**src/design/st_pkg.sv**
```systemverilog
`default_nettype none

package st_pkg;

	//////////////////////////////////////////////////
	// bus types
	//////////////////////////////////////////////////

	// 68000 word address, a0 never leaves the cpu
	typedef logic [23:1] word_addr_t;
	typedef logic [15:0] data_word_t;

	// mcu bus phase, four slots per 2 MHz period
	typedef logic [1:0] bus_cycle_t;

	//////////////////////////////////////////////////
	// configuration enums
	//////////////////////////////////////////////////

	typedef enum logic [2:0] {
		MEM_512K = 3'd0,
		MEM_1M   = 3'd1,
		MEM_2M   = 3'd2,
		MEM_4M   = 3'd3,
		MEM_8M   = 3'd4,
		MEM_14M  = 3'd5
	} mem_size_e;

	// host upload index
	typedef enum logic [1:0] {
		TGT_TOS256 = 2'd0,
		TGT_TOS192 = 2'd1,
		TGT_CART   = 2'd2,
		TGT_CLEAR  = 2'd3
	} upload_target_e;

	//////////////////////////////////////////////////
	// fixed addresses
	//////////////////////////////////////////////////

	// byte addresses shifted down to word addresses
	localparam word_addr_t TOS256_BASE = word_addr_t'(24'he00000 >> 1);
	localparam word_addr_t TOS192_BASE = word_addr_t'(24'hfc0000 >> 1);
	localparam word_addr_t CART_BASE   = word_addr_t'(24'hfa0000 >> 1);

	// a[23:18] of the viking frame buffer
	// $c00000 normally, $e80000 in steroids mode
	localparam logic [5:0] VIKING_PREFIX_LO = 6'b110000;
	localparam logic [5:0] VIKING_PREFIX_HI = 6'b111010;

endpackage

`default_nettype wire

```
**src/design/upload_loader.sv**
```systemverilog
`timescale 1ns/1ps
`default_nettype none

module upload_loader import st_pkg::*; (
	input  wire            clk_32,
	input  wire            xsint,
	input  wire            download_i,
	input  upload_target_e upload_target_i,
	input  wire            upload_req_i,
	input  data_word_t     upload_data_i,
	input  wire            upload_issued_i,
	output logic           upload_ack_o,
	output logic           upload_pending_o,
	output word_addr_t     upload_addr_o,
	output data_word_t     upload_word_o,
	output logic           tos192k_o
);

	logic download_q;
	logic download_rise;
	logic word_take;
	word_addr_t base_addr;

	assign download_rise = download_i & ~download_q;

	// new word only when the previous handshake has fully closed
	assign word_take = upload_req_i & ~upload_pending_o & ~upload_ack_o;

	// start address per upload target
	always_comb begin
		case (upload_target_i)
			TGT_TOS256: base_addr = TOS256_BASE;
			TGT_TOS192: base_addr = TOS192_BASE;
			TGT_CART:   base_addr = CART_BASE;
			default:    base_addr = '0;
		endcase
	end

	//////////////////////////////////////////////////
	// address, handshake, tos flag
	//////////////////////////////////////////////////

	always_ff @(posedge clk_32 or negedge xsint) begin
		if (!xsint) begin
			download_q       <= 1'b0;
			upload_addr_o    <= '0;
			upload_pending_o <= 1'b0;
			upload_ack_o     <= 1'b0;
			tos192k_o        <= 1'b0;
		end else begin
			download_q <= download_i;

			// address steps once per write that left the mux
			if (download_rise)
				upload_addr_o <= base_addr;
			else if (upload_issued_i)
				upload_addr_o <= upload_addr_o + 23'd1;

			if (word_take)
				upload_pending_o <= 1'b1;
			else if (upload_issued_i)
				upload_pending_o <= 1'b0;

			// ack follows the issue, drops once the host lets go of req
			if (upload_issued_i)
				upload_ack_o <= 1'b1;
			else if (!upload_req_i)
				upload_ack_o <= 1'b0;

			// address is valid from the clock after download rose
			// FC0000 and up means 192k tos, anything in E region is 256k
			if (download_q) begin
				if (upload_addr_o[23:18] == 6'b111111)
					tos192k_o <= 1'b1;
				else if (upload_addr_o[23:20] == 4'he)
					tos192k_o <= 1'b0;
			end
		end
	end

	// host sends big endian words, swap for the sdram
	always_ff @(posedge clk_32) begin
		if (word_take)
			upload_word_o <= {upload_data_i[7:0], upload_data_i[15:8]};
	end

	//////////////////////////////////////////////////
	// checks
	//////////////////////////////////////////////////

	// req still up on the clock the ack was raised
	a_ack_needs_req: assert property (@(posedge clk_32) disable iff (!xsint)
		$rose(upload_ack_o) |-> $past(upload_req_i));

	// next word offered only once the last handshake has closed
	a_no_word_while_busy: assert property (@(posedge clk_32) disable iff (!xsint)
		$rose(upload_req_i) |-> !upload_pending_o && !upload_ack_o);

endmodule

`default_nettype wire

```
**src/design/viking_detect.sv**
```systemverilog
`timescale 1ns/1ps
`default_nettype none

module viking_detect import st_pkg::*; #(
	parameter int VIKING_PROBES = 256
) (
	input  wire        clk_32,
	input  wire        xsint,
	input  wire        mhz8_en_i,
	input  wire        as_n_i,
	input  word_addr_t mbus_a_i,
	input  mem_size_e  mem_size_i,
	input  wire        viking_en_i,
	input  wire        steroids_i,
	output logic       viking_enable_o,
	output logic       viking_active_o
);

	localparam int CW = $clog2(VIKING_PROBES);
	localparam logic [CW-1:0] CNT_MAX = CW'(VIKING_PROBES - 1);

	logic [CW-1:0] probe_cnt;
	logic          probe_full;
	logic          probe_hit;
	logic [5:0]    prefix;

	// above 8 MB the $c00000 window is plain ram
	assign viking_enable_o = (viking_en_i && mem_size_i != MEM_14M) || steroids_i;

	assign prefix = steroids_i ? VIKING_PREFIX_HI : VIKING_PREFIX_LO;

	// cpu touching the frame buffer, one count per 8 MHz slot
	assign probe_hit = mhz8_en_i & ~as_n_i & viking_enable_o &
		(mbus_a_i[23:18] == prefix);

	//////////////////////////////////////////////////
	// probe counter
	//////////////////////////////////////////////////

	// a driver probes many times, a memory test only a few
	always_ff @(posedge clk_32 or negedge xsint) begin
		if (!xsint) begin
			probe_cnt       <= '0;
			probe_full      <= 1'b0;
			viking_active_o <= 1'b0;
		end else begin
			if (probe_hit) begin
				if (probe_cnt != CNT_MAX)
					probe_cnt <= probe_cnt + CW'(1);
				else
					probe_full <= 1'b1;
			end
			// sticky until reset
			viking_active_o <= viking_active_o | probe_full;
		end
	end

endmodule

`default_nettype wire

```
**src/design/ram_window.sv**
```systemverilog
`timescale 1ns/1ps
`default_nettype none

module ram_window import st_pkg::*; (
	input  word_addr_t ram_a_i,
	input  mem_size_e  mem_size_i,
	input  wire        viking_enable_i,
	input  wire        steroids_i,
	output logic       ram_en_o
);

	logic size_hit;
	logic viking_hit;

	//////////////////////////////////////////////////
	// installed st ram
	//////////////////////////////////////////////////

	always_comb begin
		case (mem_size_i)
			MEM_512K: size_hit = (ram_a_i[23:19] == 5'b00000);
			MEM_1M:   size_hit = (ram_a_i[23:20] == 4'b0000);
			MEM_2M:   size_hit = (ram_a_i[23:21] == 3'b000);
			MEM_4M:   size_hit = (ram_a_i[23:22] == 2'b00);
			MEM_8M:   size_hit = ~ram_a_i[23];
			// 14 MB stops short of the rom and io area at $e00000
			MEM_14M:  size_hit = ~(&ram_a_i[23:21]);
			default:  size_hit = 1'b0;
		endcase
	end

	//////////////////////////////////////////////////
	// viking frame buffer
	//////////////////////////////////////////////////

	// 256k at $c00000, or 512k at $e80000 in steroids mode
	always_comb begin
		if (!viking_enable_i)
			viking_hit = 1'b0;
		else if (steroids_i)
			viking_hit = (ram_a_i[23:19] == VIKING_PREFIX_HI[5:1]);
		else
			viking_hit = (ram_a_i[23:18] == VIKING_PREFIX_LO);
	end

	assign ram_en_o = size_hit | viking_hit;

endmodule

`default_nettype wire

```
**src/design/ram_slot_mux.sv**
```systemverilog
`timescale 1ns/1ps
`default_nettype none

module ram_slot_mux import st_pkg::*; (
	input  wire        clk_32,
	input  wire        xsint,
	input  wire        mhz8_en_i,
	input  bus_cycle_t bus_cycle_i,
	input  wire        turbo_i,
	input  wire        ras_n_i,
	input  word_addr_t ram_a_i,
	input  wire        ram_we_n_i,
	input  wire        ram_uds_i,
	input  wire        ram_lds_i,
	input  data_word_t ram_din_i,
	input  wire        viking_read_i,
	input  word_addr_t viking_vaddr_i,
	input  wire        viking_active_i,
	input  wire        ram_en_i,
	input  wire        upload_pending_i,
	input  word_addr_t upload_addr_i,
	input  data_word_t upload_word_i,
	input  wire        rom2_n_i,
	input  word_addr_t mbus_a_i,
	input  wire        tos192k_i,
	output logic       sdram_req_o,
	output logic       sdram_we_o,
	output logic [1:0] sdram_ds_o,
	output word_addr_t sdram_addr_o,
	output data_word_t sdram_din_o,
	output logic       upload_issued_o,
	output word_addr_t rom_a_o
);

	logic cpu_slot, viking_slot;
	logic ras_n_q, ras_fall;
	logic take_upload, take_viking, take_chip;

	// turbo moves the cpu one slot later and viking into the last one
	assign cpu_slot    = (bus_cycle_i == 2'd1) || (bus_cycle_i == 2'd2 && turbo_i);
	assign viking_slot = (bus_cycle_i == 2'd2 && !turbo_i) || (bus_cycle_i == 2'd3 && turbo_i);

	// ras sampled on enable clocks only
	assign ras_fall = mhz8_en_i & ras_n_q & ~ras_n_i;

	// pending stays up one clock after issue, don't write twice
	assign take_upload = mhz8_en_i & cpu_slot & upload_pending_i & ~upload_issued_o;
	assign take_viking = mhz8_en_i & viking_slot & viking_active_i & viking_read_i;
	// zero address is a refresh cycle
	assign take_chip   = ras_fall & (|ram_a_i) & ram_en_i;

	//////////////////////////////////////////////////
	// request register
	//////////////////////////////////////////////////

	always_ff @(posedge clk_32 or negedge xsint) begin
		if (!xsint) begin
			ras_n_q         <= 1'b1;
			sdram_req_o     <= 1'b0;
			upload_issued_o <= 1'b0;
		end else begin
			if (mhz8_en_i)
				ras_n_q <= ras_n_i;
			sdram_req_o     <= take_upload | take_viking | take_chip;
			upload_issued_o <= take_upload;
		end
	end

	// upload first, then viking, chipset last
	always_ff @(posedge clk_32) begin
		if (take_upload) begin
			sdram_we_o   <= 1'b1;
			sdram_ds_o   <= 2'b11;
			sdram_addr_o <= upload_addr_i;
			sdram_din_o  <= upload_word_i;
		end else if (take_viking) begin
			sdram_we_o   <= 1'b0;
			sdram_ds_o   <= 2'b11;
			sdram_addr_o <= viking_vaddr_i;
			sdram_din_o  <= ram_din_i;
		end else if (take_chip) begin
			sdram_we_o   <= ~ram_we_n_i;
			sdram_ds_o   <= {ram_uds_i, ram_lds_i};
			sdram_addr_o <= ram_a_i;
			sdram_din_o  <= ram_din_i;
		end
	end

	// rom2 is the 256k/192k tos window, moved to where the upload put it
	assign rom_a_o = rom2_n_i ? mbus_a_i :
		{(tos192k_i ? 6'b111111 : 6'b111000), mbus_a_i[17:1]};

	// the port carries the upload write, taken in a cpu slot
	a_upload_in_cpu_slot: assert property (@(posedge clk_32) disable iff (!xsint)
		upload_issued_o |-> sdram_we_o && $past(cpu_slot && mhz8_en_i));

endmodule

`default_nettype wire

```
**src/design/st_mem_front.sv**
```systemverilog
`timescale 1ns/1ps
`default_nettype none

module st_mem_front import st_pkg::*; #(
	parameter int VIKING_PROBES = 256
) (
	input  wire            clk_32,
	input  wire            xsint,
	// host upload
	input  wire            download_i,
	input  upload_target_e upload_target_i,
	input  wire            upload_req_i,
	input  data_word_t     upload_data_i,
	output logic           upload_ack_o,
	output logic           tos192k_o,
	// configuration
	input  mem_size_e      mem_size_i,
	input  wire            viking_en_i,
	input  wire            steroids_i,
	input  wire            turbo_i,
	// cpu and mcu bus
	input  wire            mhz8_en_i,
	input  bus_cycle_t     bus_cycle_i,
	input  wire            as_n_i,
	input  word_addr_t     mbus_a_i,
	input  wire            rom2_n_i,
	input  wire            ras_n_i,
	input  word_addr_t     ram_a_i,
	input  wire            ram_we_n_i,
	input  wire            ram_uds_i,
	input  wire            ram_lds_i,
	input  data_word_t     ram_din_i,
	// viking card
	input  wire            viking_read_i,
	input  word_addr_t     viking_vaddr_i,
	output logic           viking_active_o,
	// sdram side
	output logic           sdram_req_o,
	output logic           sdram_we_o,
	output logic [1:0]     sdram_ds_o,
	output word_addr_t     sdram_addr_o,
	output data_word_t     sdram_din_o,
	output word_addr_t     rom_a_o
);

	logic       upload_pending;
	word_addr_t upload_addr;
	data_word_t upload_word;
	logic       upload_issued;
	logic       viking_enable;
	logic       ram_en;

	//////////////////////////////////////////////////
	// blocks
	//////////////////////////////////////////////////

	upload_loader u_loader (
		.clk_32           (clk_32),
		.xsint            (xsint),
		.download_i       (download_i),
		.upload_target_i  (upload_target_i),
		.upload_req_i     (upload_req_i),
		.upload_data_i    (upload_data_i),
		.upload_issued_i  (upload_issued),
		.upload_ack_o     (upload_ack_o),
		.upload_pending_o (upload_pending),
		.upload_addr_o    (upload_addr),
		.upload_word_o    (upload_word),
		.tos192k_o        (tos192k_o)
	);

	viking_detect #(
		.VIKING_PROBES (VIKING_PROBES)
	) u_viking (
		.clk_32          (clk_32),
		.xsint           (xsint),
		.mhz8_en_i       (mhz8_en_i),
		.as_n_i          (as_n_i),
		.mbus_a_i        (mbus_a_i),
		.mem_size_i      (mem_size_i),
		.viking_en_i     (viking_en_i),
		.steroids_i      (steroids_i),
		.viking_enable_o (viking_enable),
		.viking_active_o (viking_active_o)
	);

	ram_window u_window (
		.ram_a_i         (ram_a_i),
		.mem_size_i      (mem_size_i),
		.viking_enable_i (viking_enable),
		.steroids_i      (steroids_i),
		.ram_en_o        (ram_en)
	);

	ram_slot_mux u_mux (
		.clk_32           (clk_32),
		.xsint            (xsint),
		.mhz8_en_i        (mhz8_en_i),
		.bus_cycle_i      (bus_cycle_i),
		.turbo_i          (turbo_i),
		.ras_n_i          (ras_n_i),
		.ram_a_i          (ram_a_i),
		.ram_we_n_i       (ram_we_n_i),
		.ram_uds_i        (ram_uds_i),
		.ram_lds_i        (ram_lds_i),
		.ram_din_i        (ram_din_i),
		.viking_read_i    (viking_read_i),
		.viking_vaddr_i   (viking_vaddr_i),
		.viking_active_i  (viking_active_o),
		.ram_en_i         (ram_en),
		.upload_pending_i (upload_pending),
		.upload_addr_i    (upload_addr),
		.upload_word_i    (upload_word),
		.rom2_n_i         (rom2_n_i),
		.mbus_a_i         (mbus_a_i),
		.tos192k_i        (tos192k_o),
		.sdram_req_o      (sdram_req_o),
		.sdram_we_o       (sdram_we_o),
		.sdram_ds_o       (sdram_ds_o),
		.sdram_addr_o     (sdram_addr_o),
		.sdram_din_o      (sdram_din_o),
		.upload_issued_o  (upload_issued),
		.rom_a_o          (rom_a_o)
	);

endmodule

`default_nettype wire

```
**config.mk**
```make
export PLATFORM = sky130hd
export DESIGN_NAME = st_mem_front
export DESIGN_NICKNAME = d
export VERILOG_FILES = /design/src/design/st_pkg.sv /design/src/design/upload_loader.sv /design/src/design/viking_detect.sv /design/src/design/ram_window.sv /design/src/design/ram_slot_mux.sv /design/src/design/st_mem_front.sv
export SDC_FILE = /design/constraint.sdc
export NUM_CORES = 1
export LEC_CHECK = 0
export ABC_AREA = 1
export BUFFER_PORTS_ARGS = -buffer_cell sky130_fd_sc_hd__buf_2
export CAP_MARGIN = 20
export CORE_MARGIN = 2
export CORE_UTILIZATION = 50
export CTS_BUF_LIST = sky130_fd_sc_hd__clkbuf_4 sky130_fd_sc_hd__clkbuf_8
export CTS_CLUSTER_SIZE = 28
export DETAILED_ROUTE_END_ITERATION = 6
export PLACE_DENSITY = 0.89
export SYNTH_ARGS = -nofsm -noshare
export SYNTH_HDL_FRONTEND = slang
export SYNTH_HIERARCHICAL = 1
export SYNTH_SLANG_ARGS = --single-unit
```
**constraint.sdc**
```tcl
create_clock -name clk_32 -period 4.3 [get_ports clk_32]
set_input_delay 0 -clock clk_32 [delete_from_list [all_inputs] [get_ports clk_32]]
set_output_delay 0 -clock clk_32 [all_outputs]
set_load 0.05 [all_outputs]
```
# == Yosys cells after proc, flatten, opt, wreduce, memory -nomap -nowiden ==
# Cells that the tools add are included.
# totals
reg_bits,98
inputBits,123
# classes
mux,23
eq_ne,18
n_reduce_logical,25
bitwise_logic,30
n_addsub,2
# op_table
cell,n
$mux W23,6
$pmux W23 S3,1
$mux W16,3
$add A23 B1 Y23 const B,1
$reduce_or A23 Y1,1
$and A1 B1 Y1,16
$eq A6 B6 Y1 const B,2
$mux W1,10
$not A1 Y1,10
$add A8 B1 Y8 const B,1
$ne A8 B8 Y1 const B,1
$reduce_bool A2 Y1,4
$eq A2 B2 Y1 const B,3
$eq A3 B2 Y1 const B,2
$eq A3 B3 Y1 const B,2
$eq A6 B6 Y1,1
$logic_not A3 Y1,2
$pmux W1 S6,1
$reduce_and A2 Y1,3
$eq A5 B5 Y1 const B,1
$logic_not A5 Y1,1
$eq A2 B1 Y1 const B,2
$eq A4 B4 Y1 const B,1
$logic_and A1 B1 Y1,4
other kinds (13),19

# == Logic depth before layout (Yosys ltp) ==
# Gate-level depths: netlist of run 1.
# logic_depth
depth_word,9
depth_mapped,12
mapped_depth_nobuf,12

# == Cells and area by module ==
# Netlist of run 1, hierarchy kept.
# modules_own_cells
module,seq_area_each_um2,instances,cells_each,area_each_um2
ram_slot_mux,1307.5,1,277,2367.3
upload_loader,1156.1,1,251,2168.3
viking_detect,250.2,1,95,678.2
ram_window,0.0,1,37,151.4

# == Worst setup path before layout of run 1 ==
# OpenSTA, ideal clock, no wires.
# synth_timing
kind,flip-flop to flip-flop
from,register u_viking.viking_active_o
to,"register u_mux.sdram_addr_o[0], enable pin"
path_slack_ps,1881
t_required_ps,3902
path_buffers,0
t_arrival_ps,2021
stages_incl_launch_ff,7
period_less_slack_ps,2419
setup_time_ps,398
path_cell_list,dfrtp_1 nand2_1 nor2_2 nand2_2 inv_2 nor2_1 nand2_1
# synth_between
elab_chain_len,3
# synth_rtl
item,line,source
start: declaration,viking_detect.sv:16,output logic viking_active_o
start signal: assignment,viking_detect.sv:54,viking_active_o <= viking_active_o | probe_full;
$and A1 B1 Y1 (2 in series),ram_slot_mux.sv:48,assign take_viking = mhz8_en_i & viking_slot & viking_active_i & viking_read_i;
$reduce_bool A3 Y1 (no source line),n/a,
end signal: assignment,ram_slot_mux.sv:74,sdram_addr_o <= upload_addr_i;
end signal: assignment,ram_slot_mux.sv:79,sdram_addr_o <= viking_vaddr_i;
end signal: assignment,ram_slot_mux.sv:84,sdram_addr_o <= ram_a_i;
end: declaration,ram_slot_mux.sv:29,"output word_addr_t sdram_addr_o,"
# No other way between the ends.
# A chain may end at the register's enable or synchronous reset.

# == Worst setup path after layout of run 1 ==
# layout_timing
from,register u_viking.viking_active_o
to,"register u_mux.sdram_addr_o[19], enable pin"
# Same word-level chain as after synthesis.

==> results of run 1 <==
## per-layer routing
layer / share of wire / up-vias / routed length (µm)
met2: 0.48 / 333 / 7550
met5: 0 / - / 0
met1: 0.36 / 2366 / 5620
met3: 0.099 / 52 / 1550
met4: 0.059 / 0 / 928
li1: - / 2511 / -
## where the power goes
| part | total (mW) | internal (mW) | switching [mW] |
|---|---|---|---|
| combinational | 0.788 | 0.231 | 0.557 |
| clock | 0.656 | 0.286 | 0.371 |
| sequential | 1.27 | 1.16 | 0.110 |
## registers in the layout, indices dropped and copies added (netlist names), 2 cells and up
signal                  cells
u_viking/probe_cnt          8
u_mux/sdram_ds_o            2
u_loader/upload_word_o     16
u_mux/sdram_din_o          16
u_loader/upload_addr_o     23
u_mux/sdram_addr_o         23
## cell type report
type	instances	area share
clock buffer	9	0.0181
sequential	98	0.396
tap	136	0.0248
inverter	68	0.0372
multi-input combinational	461	0.315
clock inverter	7	0.0135
timing repair buffer	213	0.196
## through the flow
stage | setup slack [ps] | total power [mW] | hold slack, ps
floorplan | 1880 | 1.83 | -296
CTS | 1730 | 2.67 | 0.296
detailed placement | 1750 | 2.01 | 0.341
global route | 1470 | 2.84 | 0.0788
global placement | 1870 | 1.99 | 0.341
finish | 1670 | 2.72 | 0.0193
## synthesized netlist by cell type, drive strengths merged
master,instances,share of area
nand2,222,0.16
nor2,98,0.080
inv,68,0.048
edfxtp,55,0.31
nand3,44,0.045
dfrtp,39,0.18
buf,32,0.044
a31oi,24,0.028
a21oi,18,0.017
o21ai,14,0.013
nor3,9,0.0093
nand4,8,0.0093
ha,5,0.012
or2,4,0.0047
dfxtp,3,0.011
nand3b,2,0.0028
o21a,2,0.0028
o21bai,2,0.0028
o221ai,2,0.0033
xnor2,2,0.0033
a21o,1,0.0014
a2bb2oi,1,0.0016
clkbuf,1,0.00070
dfstp,1,0.0049
nor3b,1,0.0014
o31ai,1,0.0014
xor2,1,0.0016
## kinds of logic (layout without fill, tap and decap cells)
kind of cell             after synthesis  after routing  share of synthesized area
adder cells (fa/ha/maj)                5              5                     0.0117
XOR/XNOR                               3              3                    0.00490
AND/OR/NAND/NOR                      388            388                      0.313
flip-flops                            98             98                      0.506
buffers and inverters                101            297                     0.0923
AO/OA/AOI/OAI                         65             65                     0.0718
## what timing repair did
| action | 4_1_cts | 5_1_grt |
|---|---|---|
| setup buffers | 0 | 0 |
| hold buffers | 52 | 2 |
| hold endpoints to repair | 88 | 2 |
## worst max path at each step
stage | startpoint | endpoint | slack, ps | depth (start not counted)
finish | u_viking/viking_active_o | u_mux/sdram_addr_o[19] | 1670 | 6
global route | u_viking/viking_active_o | u_mux/sdram_addr_o[17] | 1470 | 6
CTS | u_viking/viking_active_o | u_mux/sdram_addr_o[20] | 1730 | 6
detailed placement | u_viking/viking_active_o | u_mux/sdram_addr_o[8] | 1750 | 6
global placement | u_viking/viking_active_o | u_mux/sdram_addr_o[8] | 1870 | 6
floorplan | u_viking/viking_active_o | u_mux/sdram_addr_o[0] | 1880 | 6
## critical path: stages (launching register included)
cell and delay (ps):
dfrtp_1 370, nand2_1 70, nor2_2 110, nand2_2 310
inv_2 470, nor2_1 170, nand2_2 740
==> qor.txt, run 1 <==
status: finished clean
final setup violating endpoints: 0
clk_lat worst skew: 380 ps
CP Data Required Time: 4310 ps
die area: 0.0116 mm²
Mapped Nets: 788
VDD IR max: 0.257 mV
register area: 0.00271 mm²
largest net degree at the start of global routing: 64
final hold viol count: 0
Worst-path clk slew: 100 ps
yosys warns: 6
ratio of cells with drive above 1 in the final layout: 0.256
drt via density: 5.30
post-placement cell area: 0.00610 mm²
Netlist cell types: 38
unrepaired setup endpoints after global routing: no
Core Area: 0.0104 mm²
synthesized flop and latch total: 98
WHS Path Cells: 0
area delta synth->final: 27.9%
met1 Use GR: 0.315
clock root buffer: clkbuf_8
WL/cell: 15.8 µm
Fin Setup TNS: 0 ps
Max Cap Viol: 0
clock buffer depth: 2
most common cell after layout, fill and taps aside: nand2_1
leakage power: 3.28 nW
Detailed Route WL: 15700 µm
Diodes inserted: 0
chip height: 108 µm
Routed Antenna Nets: 0
period utilisation layout: 0.611
global-route wire length before repair: 24400 µm
CTS Sinks: 98
R2R depth: 6
R2R setup slack: 1670 ps
Synth Cell Area: 0.00537 mm²
hold_sp: mbus_a_i[12]
fillers: 770
Startpoint Class: flop
initial antenna violation count: 0
vias in the first global route: 5079
pwr dens: 396 mW/mm²
max_slew headroom: 0.354
cts repair resizes: 0
Worst-Margin Slew: 966 ps
1st-pass router iterations: 7
Initial Util: 0.517
fin. max-slew vios: 0
syn_area_per_cell: 8.13 µm²
count of input and output buffers: 157
Iteration-0 DRC Markers: 488
Gate Count Post-Synth: 660
FF-to-FF End: u_mux/sdram_addr_o[19]
Crit. End Element: flop
final worst path period need: 2630 ps
commonest cells after routing, fill and taps aside: nand2_1, buf_2, nor2_1, inv_1, edfxtp_1
Multi-input gate area: 0.00216 mm²
final-stage net count: 979
Worst Hold Class: in2out
DRC: 0
crit path kind: reg2reg
CTS Buf Count: 9
Max Freq: 0.381 GHz
Die X: 108 µm
Final GP Congestion: 0.908
Post-DP HPWL: 10100 µm
Max FO, Critical Path: 40
Critical R2R Launch: u_viking/viking_active_o
fin area: 0.00686 mm²
busiest grt layer: met2
total number of vias: 5262
final cell count without fillers: 992
H-tree levels: 3
grt met2 use: 0.474
CTS tree: yes
Seq/Total Area, Yosys: 0.506
met3 Resource Use GR: 0.0726
arrival time worst endpoint: 2630 ps
I/O pin total: 192
Tot GR Track Use: 0.278
placed insts: 922
Post-Route Utilization: 0.662
hold path endpoint: rom_a_o[12]
Clock Skew: 21.6 ps
row count: 37
grt total ovfl: 0
(Power assumes the default switching activity.)
==> inputs of run 2 (changes only) <==
--- a/config.mk
+++ b/config.mk
@@ -9,11 +9,11 @@
 export BUFFER_PORTS_ARGS = -buffer_cell sky130_fd_sc_hd__buf_2
 export CAP_MARGIN = 20
 export CORE_MARGIN = 2
-export CORE_UTILIZATION = 50
+export CORE_UTILIZATION = 47
 export CTS_BUF_LIST = sky130_fd_sc_hd__clkbuf_4 sky130_fd_sc_hd__clkbuf_8
 export CTS_CLUSTER_SIZE = 28
 export DETAILED_ROUTE_END_ITERATION = 6
-export PLACE_DENSITY = 0.89
+export PLACE_DENSITY = 0.88
 export SYNTH_ARGS = -nofsm -noshare
 export SYNTH_HDL_FRONTEND = slang
 export SYNTH_HIERARCHICAL = 1
==> constraint.sdc (replaced) <==
create_clock -name clk_32 -period 2.38 [get_ports clk_32]
set_input_delay 0 -clock clk_32 [delete_from_list [all_inputs] [get_ports clk_32]]
set_output_delay 0 -clock clk_32 [all_outputs]
set_load 0.05 [all_outputs]
==> qor.txt, run 2 (same netlist as run 1, synthesis figures left out) <==
status: finished clean (unchanged)
vias in the first global route: 4975 (was 5079)
1st-pass router iterations: 6 (was 7)
I/O pin total: 192 (unchanged)
die area: 0.0123 mm² (was 0.0116 mm²)
Place WS: 400 ps (was 1750 ps)
Crit. End Element: flop (unchanged)
cells along the critical path: nand2_1 -> nor3_1 -> nand2_1 -> nand2_2 -> buf_12 (was nand2_1 -> nor2_2 -> nand2_2 -> inv_2 -> nor2_1 -> nand2_2)
biggest registers after layout: u_loader/upload_addr_o x23, u_mux/sdram_addr_o x23 (unchanged)
hold_sp: mbus_a_i[12] (unchanged)
ratio of cells with drive above 1 in the final layout: 0.259 (was 0.256)
final-stage net count: 992 (was 979)
clock buffer depth: 2 (unchanged)
Startpoint Class: flop (unchanged)
crit path kind: reg2reg (unchanged)
CTS Sinks: 98 (unchanged)
Worst-path clk slew: 100 ps (about the same)
CTS tree: yes (unchanged)
Final GP Congestion: 0.892 (was 0.908)
total number of vias: 5235 (was 5262)
grt total ovfl: 0 (unchanged)
Die X: 111 µm (was 108 µm)
fin. max-slew vios: 0 (unchanged)
Core Area: 0.0113 mm² (was 0.0104 mm²)
drt via density: 5.17 (was 5.30)
largest net degree at the start of global routing: 64 (unchanged)
clock root buffer: clkbuf_8 (unchanged)
final cell count without fillers: 1012 (was 992)
most common cell after layout, fill and taps aside: nand2_1 (unchanged)
Initial Util: 0.476 (was 0.517)
Worst Hold Class: in2out (unchanged)
period utilisation layout: 0.787 (was 0.611)
Diodes inserted: 0 (unchanged)
WHS: 0.0193 ps (unchanged)
commonest cells after routing, fill and taps aside: nand2_1, buf_2, nor2_1, inv_1, dlygate4sd3_1 (was nand2_1, buf_2, nor2_1, inv_1, edfxtp_1)
final worst setup slack: 507 ps (was 1670 ps)
Worst-Margin Slew: 925 ps (was 966 ps)
DRC: 0 (unchanged)
placed insts: 935 (was 922)
max_slew headroom: 0.383 (was 0.354)
pwr dens: 686 mW/mm² (was 396 mW/mm²)
Post-DP HPWL: 10200 µm (was 10100 µm)
final hold viol count: 0 (unchanged)
H-tree levels: 3 (unchanged)
R2R setup slack: 510 ps (was 1670 ps)
count of input and output buffers: 157 (unchanged)
Max Cap Viol: 0 (unchanged)
Most Frequent Cell on Critical Path: nand2_1 (was nand2_2)
largest stage delay on the critical path: 540 ps (was 740 ps)
final worst path period need: 1870 ps (was 2630 ps)
area delta synth->final: 29.8% (was 27.9%)
Critical path origin: u_mux/ras_n_q (was u_viking/viking_active_o)
row count: 39 (was 37)
arrival time worst endpoint: 1940 ps (was 2630 ps)
Slowest-stage cell, CP: dfstp_2 (was nand2_2)
cts repair resizes: 0 (unchanged)
global-route wire length before repair: 24300 µm (was 24400 µm)
Detailed Route WL: 15200 µm (was 15700 µm)
Tot GR Track Use: 0.250 (was 0.278)
leakage power: 3.32 nW (was 3.28 nW)
Max FO, Critical Path: 30 (was 40)
Critical R2R Launch: u_mux/ras_n_q (was u_viking/viking_active_o)
Iteration-0 DRC Markers: 617 (was 488)
final setup violating endpoints: 0 (unchanged)
CP Data Required Time: 2450 ps (was 4310 ps)
unrepaired setup endpoints after global routing: no (unchanged)
WL/cell: 15.0 µm (was 15.8 µm)
Clock Skew: 21.7 ps (was 21.6 ps)
Fin Setup TNS: 0 ps (unchanged)
CTS Buf Count: 9 (unchanged)
chip height: 111 µm (was 108 µm)
initial antenna violation count: 0 (unchanged)
Routed Antenna Nets: 0 (unchanged)
Max Freq: 0.534 GHz (was 0.381 GHz)
clk_lat worst skew: 380 ps (about the same)
VDD IR max: 0.423 mV (was 0.257 mV)
## run 2: cell type report
| cell class | instances | area (µm²) |
|---|---|---|
| clock buffers | 9 | 124 |
| clock inverters | 7 | 61.3 |
| fillers | 914 | 4310 |
| inverters | 68 | 255 |
| multi-input cells | 461 | 2160 |
| flip-flops and latches | 98 | 2710 |
| well taps | 143 | 179 |
| repair buffers | 226 | 1470 |
## run 2: worst paths after layout
| path | endpoint | cells past startpoint |
|---|---|---|
| max in group asynchronous | u_loader/upload_addr_o[17] | 2 |
| min in group asynchronous | u_viking/probe_cnt[5] | 2 |
| max | u_mux/sdram_addr_o[18] | 5 |
| min | rom_a_o[12] | 0 |
| min reg2reg | u_viking/viking_active_o | 1 |
| max reg2reg | u_mux/sdram_addr_o[18] | 5 |
## run 2: where the power goes
| part | internal (mW) | total (mW) | switching [mW] |
|---|---|---|---|
| combinational | 0.447 | 1.45 | 1.01 |
| clock | 0.401 | 1.03 | 0.633 |
| sequential | 2.09 | 2.29 | 0.195 |
| total | 2.94 | 4.78 | 1.83 |
## run 2: timing repair
item / 4_1_cts / 5_1_grt
hold endpoints to repair: 97 / 0
hold buffers: 61 / 0
setup buffers: 0 / 0
## run 2: layer usage
metal,up-vias,global-route usage,part of all wire
li1,2541,-,-
met5,-,0,0
met2,278,0.423,0.49
met1,2375,0.303,0.39
met4,0,0.127,0.044
met3,41,0.0503,0.079
## run 2: through the flow
stage                util  instance area, µm²  total power, mW
detailed placement  0.547                6170             3.65
global placement    0.547                6170             3.61
global route        0.618                6970             5.01
finish              0.618                6970             4.78
floorplan               -                5370             3.30
CTS                 0.618                6970             4.74
## run 2: critical path: cells and delay by family, from the launching register on
family                 cells  cell delay, ps
buffers and inverters      1             200
AND/OR/NAND/NOR            4             820
flip-flops                 1             540
